`src/include/fp_sgn_params.svh`:
```
`ifndef FP_SGN_PARAMS_SVH
`define FP_SGN_PARAMS_SVH

// Double precision operand layout
`define FP_WID      64
`define FP_EXP_W    11
`define FP_SIG_W    52

// Special exponent codes
`define FP_EXP_MAX  11'h7ff     // Infinity and NaN
`define FP_EXP_BIAS 11'h3ff     // Exponent of 1.0

// Operation code
`define FP_FUNC_W   3

`endif

```
`src/rtl/fp_sgn_pkg.sv`:
```
`include "fp_sgn_params.svh"

package fp_sgn_pkg;

	// ==============================
	// Operation codes
	// ==============================
	// Codes 5 to 7 are unused and give a zero result
	typedef enum logic [`FP_FUNC_W-1:0]
	{
		FN_SGNJ  = 3'd0,	// Sign of a, magnitude of b
		FN_SGNJN = 3'd1,	// Inverted sign of a
		FN_SGNJX = 3'd2,	// Sign a xor sign b
		FN_SIGN  = 3'd3,	// +-1.0 from a
		FN_SIG   = 3'd4	// Significand of a
	} fp_func_t;

endpackage

```
`src/rtl/fp_class_stage.sv`:
```
`include "fp_sgn_params.svh"

module fp_class_stage
(
	input  logic                    clk,
	input  logic                    reset,
	input  logic                    s2_valid,
	input  fp_sgn_pkg::fp_func_t    s2_func,
	input  logic [`FP_WID-1:0]      s2_result,
	output logic                    out_valid,
	output logic [`FP_WID-1:0]      result,
	output logic                    flag_neg,
	output logic                    flag_pos,
	output logic                    flag_zero,
	output logic                    flag_inf,
	output logic                    flag_c,
	output logic                    ust
);
	import fp_sgn_pkg::*;

	logic                 r_sign;
	logic [`FP_EXP_W-1:0] r_exp;
	logic [`FP_SIG_W-1:0] r_sig;
	logic                 mag_zero;
	logic                 upd;

	assign r_sign   = s2_result[`FP_WID-1];
	assign r_exp    = s2_result[`FP_WID-2:`FP_SIG_W];
	assign r_sig    = s2_result[`FP_SIG_W-1:0];
	assign mag_zero = (s2_result[`FP_WID-2:0] == '0);

	// Only the sign operations touch the status flags
	always_comb
	begin
		case (s2_func)
		FN_SGNJ, FN_SGNJN, FN_SGNJX, FN_SIGN: upd = s2_valid;
		default:                              upd = 1'b0;
		endcase
	end

	// ==============================
	// Output registers
	// ==============================
	always_ff @(posedge clk)
	begin
		if (reset)
		begin
			out_valid <= 1'b0;
			ust       <= 1'b0;
			flag_neg  <= 1'b0;
			flag_pos  <= 1'b0;
			flag_zero <= 1'b0;
			flag_inf  <= 1'b0;
			flag_c    <= 1'b0;
		end
		else
		begin
			out_valid <= s2_valid;
			ust       <= upd;
			flag_neg  <= upd && r_sign && !mag_zero;
			flag_pos  <= upd && !r_sign && !mag_zero;
			flag_zero <= upd && mag_zero;
			flag_inf  <= upd && (r_exp == `FP_EXP_MAX) && (r_sig == '0);
			flag_c    <= upd && (
				((r_exp == '0) && (r_sig != '0)) ||	// Denormal
				(r_sign && mag_zero) ||	// Negative zero
				((r_exp == `FP_EXP_MAX) && r_sig[`FP_SIG_W-1]));	// Quiet NaN
		end
	end

	always_ff @(posedge clk)
	begin
		if (s2_valid)
			result <= s2_result;
	end

endmodule

```
`src/rtl/fp_decomp_stage.sv`:
```
`include "fp_sgn_params.svh"

module fp_decomp_stage
(
	input  logic                    clk,
	input  logic                    reset,
	input  logic                    in_valid,
	input  fp_sgn_pkg::fp_func_t    in_func,
	input  logic [`FP_WID-1:0]      a,
	input  logic [`FP_WID-1:0]      b,
	output logic                    s1_valid,
	output fp_sgn_pkg::fp_func_t    s1_func,
	output logic [`FP_WID-1:0]      s1_a,
	output logic [`FP_WID-1:0]      s1_b,
	output logic                    s1_a_zero,
	output logic                    s1_a_nan
);
	import fp_sgn_pkg::*;

	logic [`FP_EXP_W-1:0] a_exp;
	logic [`FP_SIG_W-1:0] a_sig;
	logic                 a_zero;
	logic                 a_nan;

	// ==============================
	// Field split of operand a
	// ==============================
	assign a_exp = a[`FP_WID-2:`FP_SIG_W];
	assign a_sig = a[`FP_SIG_W-1:0];

	assign a_zero = (a_exp == '0) && (a_sig == '0);	// Either sign
	assign a_nan  = (a_exp == `FP_EXP_MAX) && (a_sig != '0);	// Quiet or signalling

	always_ff @(posedge clk)
	begin
		if (reset)
			s1_valid <= 1'b0;
		else
			s1_valid <= in_valid;
	end

	// Payload only loads with a new operation
	always_ff @(posedge clk)
	begin
		if (in_valid)
		begin
			s1_func   <= in_func;
			s1_a      <= a;
			s1_b      <= b;
			s1_a_zero <= a_zero;
			s1_a_nan  <= a_nan;
		end
	end

endmodule

```
`src/rtl/fp_op_stage.sv`:
```
`include "fp_sgn_params.svh"

module fp_op_stage
(
	input  logic                    clk,
	input  logic                    reset,
	input  logic                    s1_valid,
	input  fp_sgn_pkg::fp_func_t    s1_func,
	input  logic [`FP_WID-1:0]      s1_a,
	input  logic [`FP_WID-1:0]      s1_b,
	input  logic                    s1_a_zero,
	input  logic                    s1_a_nan,
	output logic                    s2_valid,
	output fp_sgn_pkg::fp_func_t    s2_func,
	output logic [`FP_WID-1:0]      s2_result
);
	import fp_sgn_pkg::*;

	logic                 a_sign;
	logic                 b_sign;
	logic [`FP_WID-2:0]   b_mag;
	logic [`FP_WID-1:0]   sign_res;
	logic [`FP_WID-1:0]   op_res;

	assign a_sign = s1_a[`FP_WID-1];
	assign b_sign = s1_b[`FP_WID-1];
	assign b_mag  = s1_b[`FP_WID-2:0];

	// FSIGN passes zero and NaN through, anything else becomes +-1.0
	assign sign_res = (s1_a_zero || s1_a_nan) ? s1_a :
		{a_sign, `FP_EXP_BIAS, {`FP_SIG_W{1'b0}}};

	// ==============================
	// Operation select
	// ==============================
	always_comb
	begin
		case (s1_func)
		FN_SGNJ:  op_res = {a_sign, b_mag};
		FN_SGNJN: op_res = {~a_sign, b_mag};
		FN_SGNJX: op_res = {a_sign ^ b_sign, b_mag};
		FN_SIGN:  op_res = sign_res;
		FN_SIG:   op_res = {{(`FP_WID-`FP_SIG_W){1'b0}}, s1_a[`FP_SIG_W-1:0]};
		default:  op_res = '0;	// Unused codes
		endcase
	end

	always_ff @(posedge clk)
	begin
		if (reset)
			s2_valid <= 1'b0;
		else
			s2_valid <= s1_valid;
	end

	always_ff @(posedge clk)
	begin
		if (s1_valid)
		begin
			s2_func   <= s1_func;
			s2_result <= op_res;
		end
	end

endmodule

```
`src/rtl/fp_sgn_unit.sv`:
```
`include "fp_sgn_params.svh"

module fp_sgn_unit
(
	input  logic                    clk,
	input  logic                    reset,
	input  logic                    in_valid,
	input  fp_sgn_pkg::fp_func_t    in_func,
	input  logic [`FP_WID-1:0]      a,
	input  logic [`FP_WID-1:0]      b,
	output logic                    out_valid,
	output logic [`FP_WID-1:0]      result,
	output logic                    flag_neg,
	output logic                    flag_pos,
	output logic                    flag_zero,
	output logic                    flag_inf,
	output logic                    flag_c,
	output logic                    ust
);
	import fp_sgn_pkg::*;

	// Stage 1 outputs
	logic                 s1_valid;
	fp_func_t             s1_func;
	logic [`FP_WID-1:0]   s1_a;
	logic [`FP_WID-1:0]   s1_b;
	logic                 s1_a_zero;
	logic                 s1_a_nan;

	// Stage 2 outputs
	logic                 s2_valid;
	fp_func_t             s2_func;
	logic [`FP_WID-1:0]   s2_result;

	// ==============================
	// Three stage chain
	// ==============================
	fp_decomp_stage u_decomp (.clk(clk), .reset(reset), .in_valid(in_valid),
		.in_func(in_func), .a(a), .b(b), .s1_valid(s1_valid), .s1_func(s1_func),
		.s1_a(s1_a), .s1_b(s1_b), .s1_a_zero(s1_a_zero), .s1_a_nan(s1_a_nan));

	fp_op_stage u_op (.clk(clk), .reset(reset), .s1_valid(s1_valid),
		.s1_func(s1_func), .s1_a(s1_a), .s1_b(s1_b), .s1_a_zero(s1_a_zero),
		.s1_a_nan(s1_a_nan), .s2_valid(s2_valid), .s2_func(s2_func),
		.s2_result(s2_result));

	fp_class_stage u_class (.clk(clk), .reset(reset), .s2_valid(s2_valid),
		.s2_func(s2_func), .s2_result(s2_result), .out_valid(out_valid),
		.result(result), .flag_neg(flag_neg), .flag_pos(flag_pos),
		.flag_zero(flag_zero), .flag_inf(flag_inf), .flag_c(flag_c), .ust(ust));

endmodule

```
`config.mk`:
```
export PLATFORM = sky130hd
export DESIGN_NAME = fp_sgn_unit
export DESIGN_NICKNAME = d
export VERILOG_FILES = /design/src/rtl/fp_sgn_pkg.sv /design/src/rtl/fp_class_stage.sv /design/src/rtl/fp_decomp_stage.sv /design/src/rtl/fp_op_stage.sv /design/src/rtl/fp_sgn_unit.sv
export VERILOG_INCLUDE_DIRS = /design/src /design/src/include
export SDC_FILE = /design/constraint.sdc
export NUM_CORES = 1
export LEC_CHECK = 0
export BUFFER_PORTS_ARGS = -buffer_cell sky130_fd_sc_hd__buf_4
export CORE_ASPECT_RATIO = 0.75
export CORE_MARGIN = 5
export CORE_UTILIZATION = 48
export CTS_BUF_LIST = sky130_fd_sc_hd__clkbuf_16
export CTS_CLUSTER_SIZE = 8
export DETAILED_ROUTE_END_ITERATION = 10
export GPL_TIMING_DRIVEN = 1
export PLACE_DENSITY_LB_ADDON = 0.08
export RECOVER_POWER = 50
export SKIP_LAST_GASP = 1
export SYNTH_ARGS = -nofsm -noshare
export SYNTH_HDL_FRONTEND = slang
export SYNTH_SLANG_ARGS = --single-unit
export TNS_END_PERCENT = 1
```
`constraint.sdc`:
```
create_clock -name clk -period 2.7 [get_ports clk]
set_input_delay 0.405 -clock clk [delete_from_list [all_inputs] [get_ports clk]]
set_output_delay 0.405 -clock clk [all_outputs]
set_load 0.02 [all_outputs]
```
Yosys cells after proc, flatten, opt, wreduce, memory -nomap -nowiden
Index checks and enable logic that the tools add are counted.
W data, S select, Z words.
Word-level totals
  logic and storage cells: 59
  input port bits: 134
  output and inout bits: 71
  flip-flop bits (word level): 273
Cells by class
  reductions and logical operators: 28
  muxes and demuxes: 3
  equal/unequal tests: 9
  bitwise gates (word level): 2
Operator list (count)
  $pmux W64 S5: 1
  $logic_not A52 Y1: 2
  $reduce_bool A52 Y1: 2
  $logic_not A63 Y1: 1
  $mux W63: 1
  $eq A11 B11 Y1 const B: 2
  $logic_not A11 Y1: 2
  $logic_and A1 B1 Y1: 13
  $eq A3 B2 Y1 const B: 4
  $eq A3 B1 Y1 const B: 2
  $logic_not A3 Y1: 2
  $reduce_or A4 Y1: 1
  $eq A3 B3 Y1 const B: 1
  $logic_or A1 B1 Y1: 3
  $logic_not A1 Y1: 2
  $mux W1: 1
  $not A1 Y1: 1
  $xor A1 B1 Y1: 1

Logic depth before layout (Yosys ltp)
  depth after elaboration: 5
  depth in mapped cells: 6
  depth with buffers taken out: 4

Cells and area by module
Synthesis repeated with hierarchy kept, for this count alone.
Unflattened totals
  cells, all modules: 444
  area total of the unflattened synthesis: 9296.4 um^2
By module, submodules not included
  fp_decomp_stage: seq. area each 4013.8 um^2, instances 1, area each 4191.5 um^2, cells an instance 161
  fp_op_stage: seq. area each 2031.9 um^2, instances 1, area each 2800.2 um^2, cells an instance 176
  fp_class_stage: seq. area each 2062.0 um^2, instances 1, area each 2304.7 um^2, cells an instance 107

Worst setup path after synthesis
OpenSTA, ideal clock, no wires.
  path kind: reg-to-reg
  start: register u_op.s2_valid
  end: register u_class.flag_c
  period minus slack after synthesis: 2.732 ns
  slack: -0.032 ns
  cell stages (with the launch flop): 5
  data arrival time: 2.631 ns
  library setup time: 0.101 ns
  data required time: 2.599 ns
  cell sequence: dfxtp_1 > or3b_1 > nor4_1 > nand2_1 > o41ai_1
Between the ends
  word-level cells in the longest chain between the ends: 2
Ends and longest elaborated chain
  start: declaration: RTL line fp_op_stage.sv:13  | output logic s2_valid,
  start signal: assignment: RTL line fp_op_stage.sv:53  | s2_valid <= s1_valid;
  $mux W1: RTL line fp_class_stage.sv:35  | case (s2_func)
  $logic_and A1 B1 Y1: RTL line fp_class_stage.sv:64  | flag_c <= upd && (
  end signal: assignment: RTL line fp_class_stage.sv:64
  end: declaration: RTL line fp_class_stage.sv:16  | output logic flag_c,
Every way passes these cells.
A chain may end at the register's enable or synchronous reset.

Worst setup path in the final report
  start: input port a[14]
  end: register u_decomp.s1_a_zero (data pin)
Between the ends
  word-level cells in the longest chain between the ends: 2
Ends and longest elaborated chain
  start: declaration: RTL line fp_sgn_unit.sv:9  | input logic [`FP_WID-1:0] a,
  $logic_not A52 Y1: RTL line fp_decomp_stage.sv:31  | assign a_zero = (a_exp == '0) && (a_sig == '0);
  $logic_and A1 B1 Y1: RTL line fp_decomp_stage.sv:31
  named net u_decomp.a_zero: RTL line fp_decomp_stage.sv:22  | logic a_zero;
  end signal: assignment: RTL line fp_decomp_stage.sv:50  | s1_a_zero <= a_zero;
  end: declaration: RTL line fp_decomp_stage.sv:15  | output logic s1_a_zero,
The timed path passes the listed nets, and every way through them passes these cells.

==> metrics <==
status complete, but fails checks; failing checks capacitance limit, slew limit; Mapped Nets 580; CP startpoint a[14]; Via Count 4892; Fin Setup TNS 0 ps; Slew Viols, Final 81; die height 130 microns; TritonCTS Buffers 39; Leak 4.26 nW; GRT Resource Usage Total 16.8%; worst ir drop on vdd 0.000518 V; MaxCap Viol Count 1; die area 22100 sq um; RSZ-0062 raised after global routing false; headroom to the max-slew limit -29.4%; post-synthesis cell count 446; Slowest Stage Delay on Critical Path 700 ps; first-pass GRT wire length 28100 microns; Crit-path slowest cell nor4_1; post-route minimum period 2020 ps; crit-path cells clkbuf_1 > nor4_1 > nand4_1 > nor4_1 > and4_1; port bufs 204; initial core utilization 49.3%; clock skew 12.2 ps; Buf/Inv on CP 1; Yosys top cell by area edfxtp_1; DRT Pass-1 Iters 5; number of synthesized flops with an enable pin 262; required time of the critical path 3060 ps; area growth from synthesis to layout 29.5%; Avg Inst Size Synth 20.7 sq um; Tcrit/Tclk final 74.7%; Worst Hold Class in -> reg; Logic pwr share 4.5%; drt initial violations 343; Worst Hold Launch reset; most frequent CP cell nor4_1; Tot Pwr 9.69 mW; CP Launch Type input pin; critical path type in -> reg; RePlAce Congestion 0.830; Switching Share 19.4%; register share of total power 52.4%; DRT antenna net count 0; Hold Vio Cnt, Final 0; critical-path maximum fanout 2; CTS root buffer clkbuf_16; Commonest cells post-synth edfxtp_1 (262), a22o_1 (53), nor4_1 (32); initial antenna violation count 0; number of fill cells 1368; final core utilization 63.9%; # diodes 0; synthesized area 9210 sq um; Pint 7.81 mW; number of global-route vias before repair 5069; DP Area 11100 sq um; fmax 496 MHz; postcts setup bufs 0; layout cells sized above 1 29.7%; drt drc 0; Synth area leaders edfxtp_1 (85%), a22o_1 (5.0%), nor4_1 (2.2%); Crit path max-delay family simple AND/OR/NAND/NOR gates; share of flip-flops with an asynchronous set or reset 0%; row cnt 43; final non-filler cell area 11900 sq um; Congestion Overflow GR 0; Final #Nets 821; post-synthesis sequential area ratio 87.4%; Top Ports 205; H-Tree Depth 2; Ys Warns 0; number of synthesized register bits 271; pwr dens 812 nW/um^2; largest net degree at the start of global routing 81; predominant post-synthesis flop cell edfxtp_1; switching pwr 1.88 mW; WL per Instance 19.8 microns; Worst-Margin Slew 1940 ps; Final setup viols 0; routed wire length 18600 microns; post-CTS sizing 0; CP arrival 2370 ps; Worst-Skew Late Latency 490 ps; most frequent cell after synthesis edfxtp_1; Vias/cell 5.19; CTS tree built; Die W 170 microns; HPWL after detailed placement 13000 microns; Reg clk slew, reported paths 50 ps; CTS sink cnt 271; crit end category flip-flop; Core ar. 18700 sq um; Synth cell types 31; CTS Hold Bufs 0; clock network fraction of total power 43.1%; CTS max path bufs 3; Yosys top cell area share 85.4%; R2R Path Start u_op.s2_result[34]
kinds of logic after synthesis:
logic type,share of synthesized area (%)
DFF,87.4
and+or+nand+nor,5.65
xor gates and xnor gates,0.0951
buffers and inverters,0.829
AOI/OAI and AO/OA,6.07
path summary, 6_finish.rpt:
kind / slack (ps) / depth (start not counted) / endpoint
hold / removal: 100 / 2 / u_op.s2_valid
hold reg to reg: 450 / 0 / u_class.result[5]
setup / recovery: 680 / 5 / u_decomp.s1_a_zero
setup reg to reg: 870 / 4 / u_class.flag_pos
power by group through the flow:
stage | Combinational, mW | Clock, mW | Sequential (mW)
after floorplan | 0.169 | 0 | 5.13
after global placement | 0.469 | 0 | 5.14
after detailed placement | 0.480 | 0 | 5.16
after CTS | 0.482 | 4.28 | 5.08
after global routing | 0.475 | 4.50 | 5.11
final | 0.432 | 4.18 | 5.08
layout make-up:
class | count | area [sq um] | share of cell area (%)
multi-input combinational | 160 | 1100 | 9.20
inverter | 2 | 7.51 | 0.0629
timing repair buffer | 213 | 1400 | 11.7
tap | 247 | 309 | 2.59
clock inverter | 9 | 33.8 | 0.283
clock buffer | 41 | 1030 | 8.60
sequential | 271 | 8060 | 67.5
metal layers:
| metal | GRT usage, % | wire length, microns |
|---|---|---|
| met3 | 4.45 | 1470 |
| met2 | 26.2 | 8940 |
| met5 | 0 | 0 |
| met4 | 5.02 | 235 |
| met1 | 23.7 | 7990 |
metrics by stage:
stage	std cells	worst slack [ps]	hold WS [ps]
after CTS	943	633	56.0
final	943	683	95.3
after global routing	943	612	82.5
after detailed placement	893	108	435
after floorplan	446	570	427
after global placement	893	200	433
flip-flops by register name (all words and copies together), names as in the netlist:
| signal | flops |
|---|---|
| u_class.flag_inf | 1 |
| u_class.flag_zero | 1 |
| u_class.result | 64 |
| u_op.s2_valid | 1 |
| u_decomp.s1_b | 64 |
| u_class.flag_neg | 1 |
| u_decomp.s1_a | 64 |
| u_decomp.s1_a_nan | 1 |
| u_class.flag_c | 1 |
| u_class.out_valid | 1 |
| u_decomp.s1_valid | 1 |
| u_op.s2_func | 1 |
| u_op.s2_result | 64 |
| u_class.ust | 1 |
| u_decomp.s1_a_zero | 1 |
| u_class.flag_pos | 1 |
| u_decomp.s1_func | 3 |
layout by cell type, fill, tap and decap left out, drive strengths merged, types with 2 or more instances in the layout:
master,count
nor2,5
inv,11
nand2,26
o21ai,11
nor2b,3
a21oi,2
buf,80
clkbuf,174
nand3b,2
a22o,53
nand4,8
dfxtp,9
nand3,4
edfxtp,262
nor4,35
(Power assumes the default switching activity.)
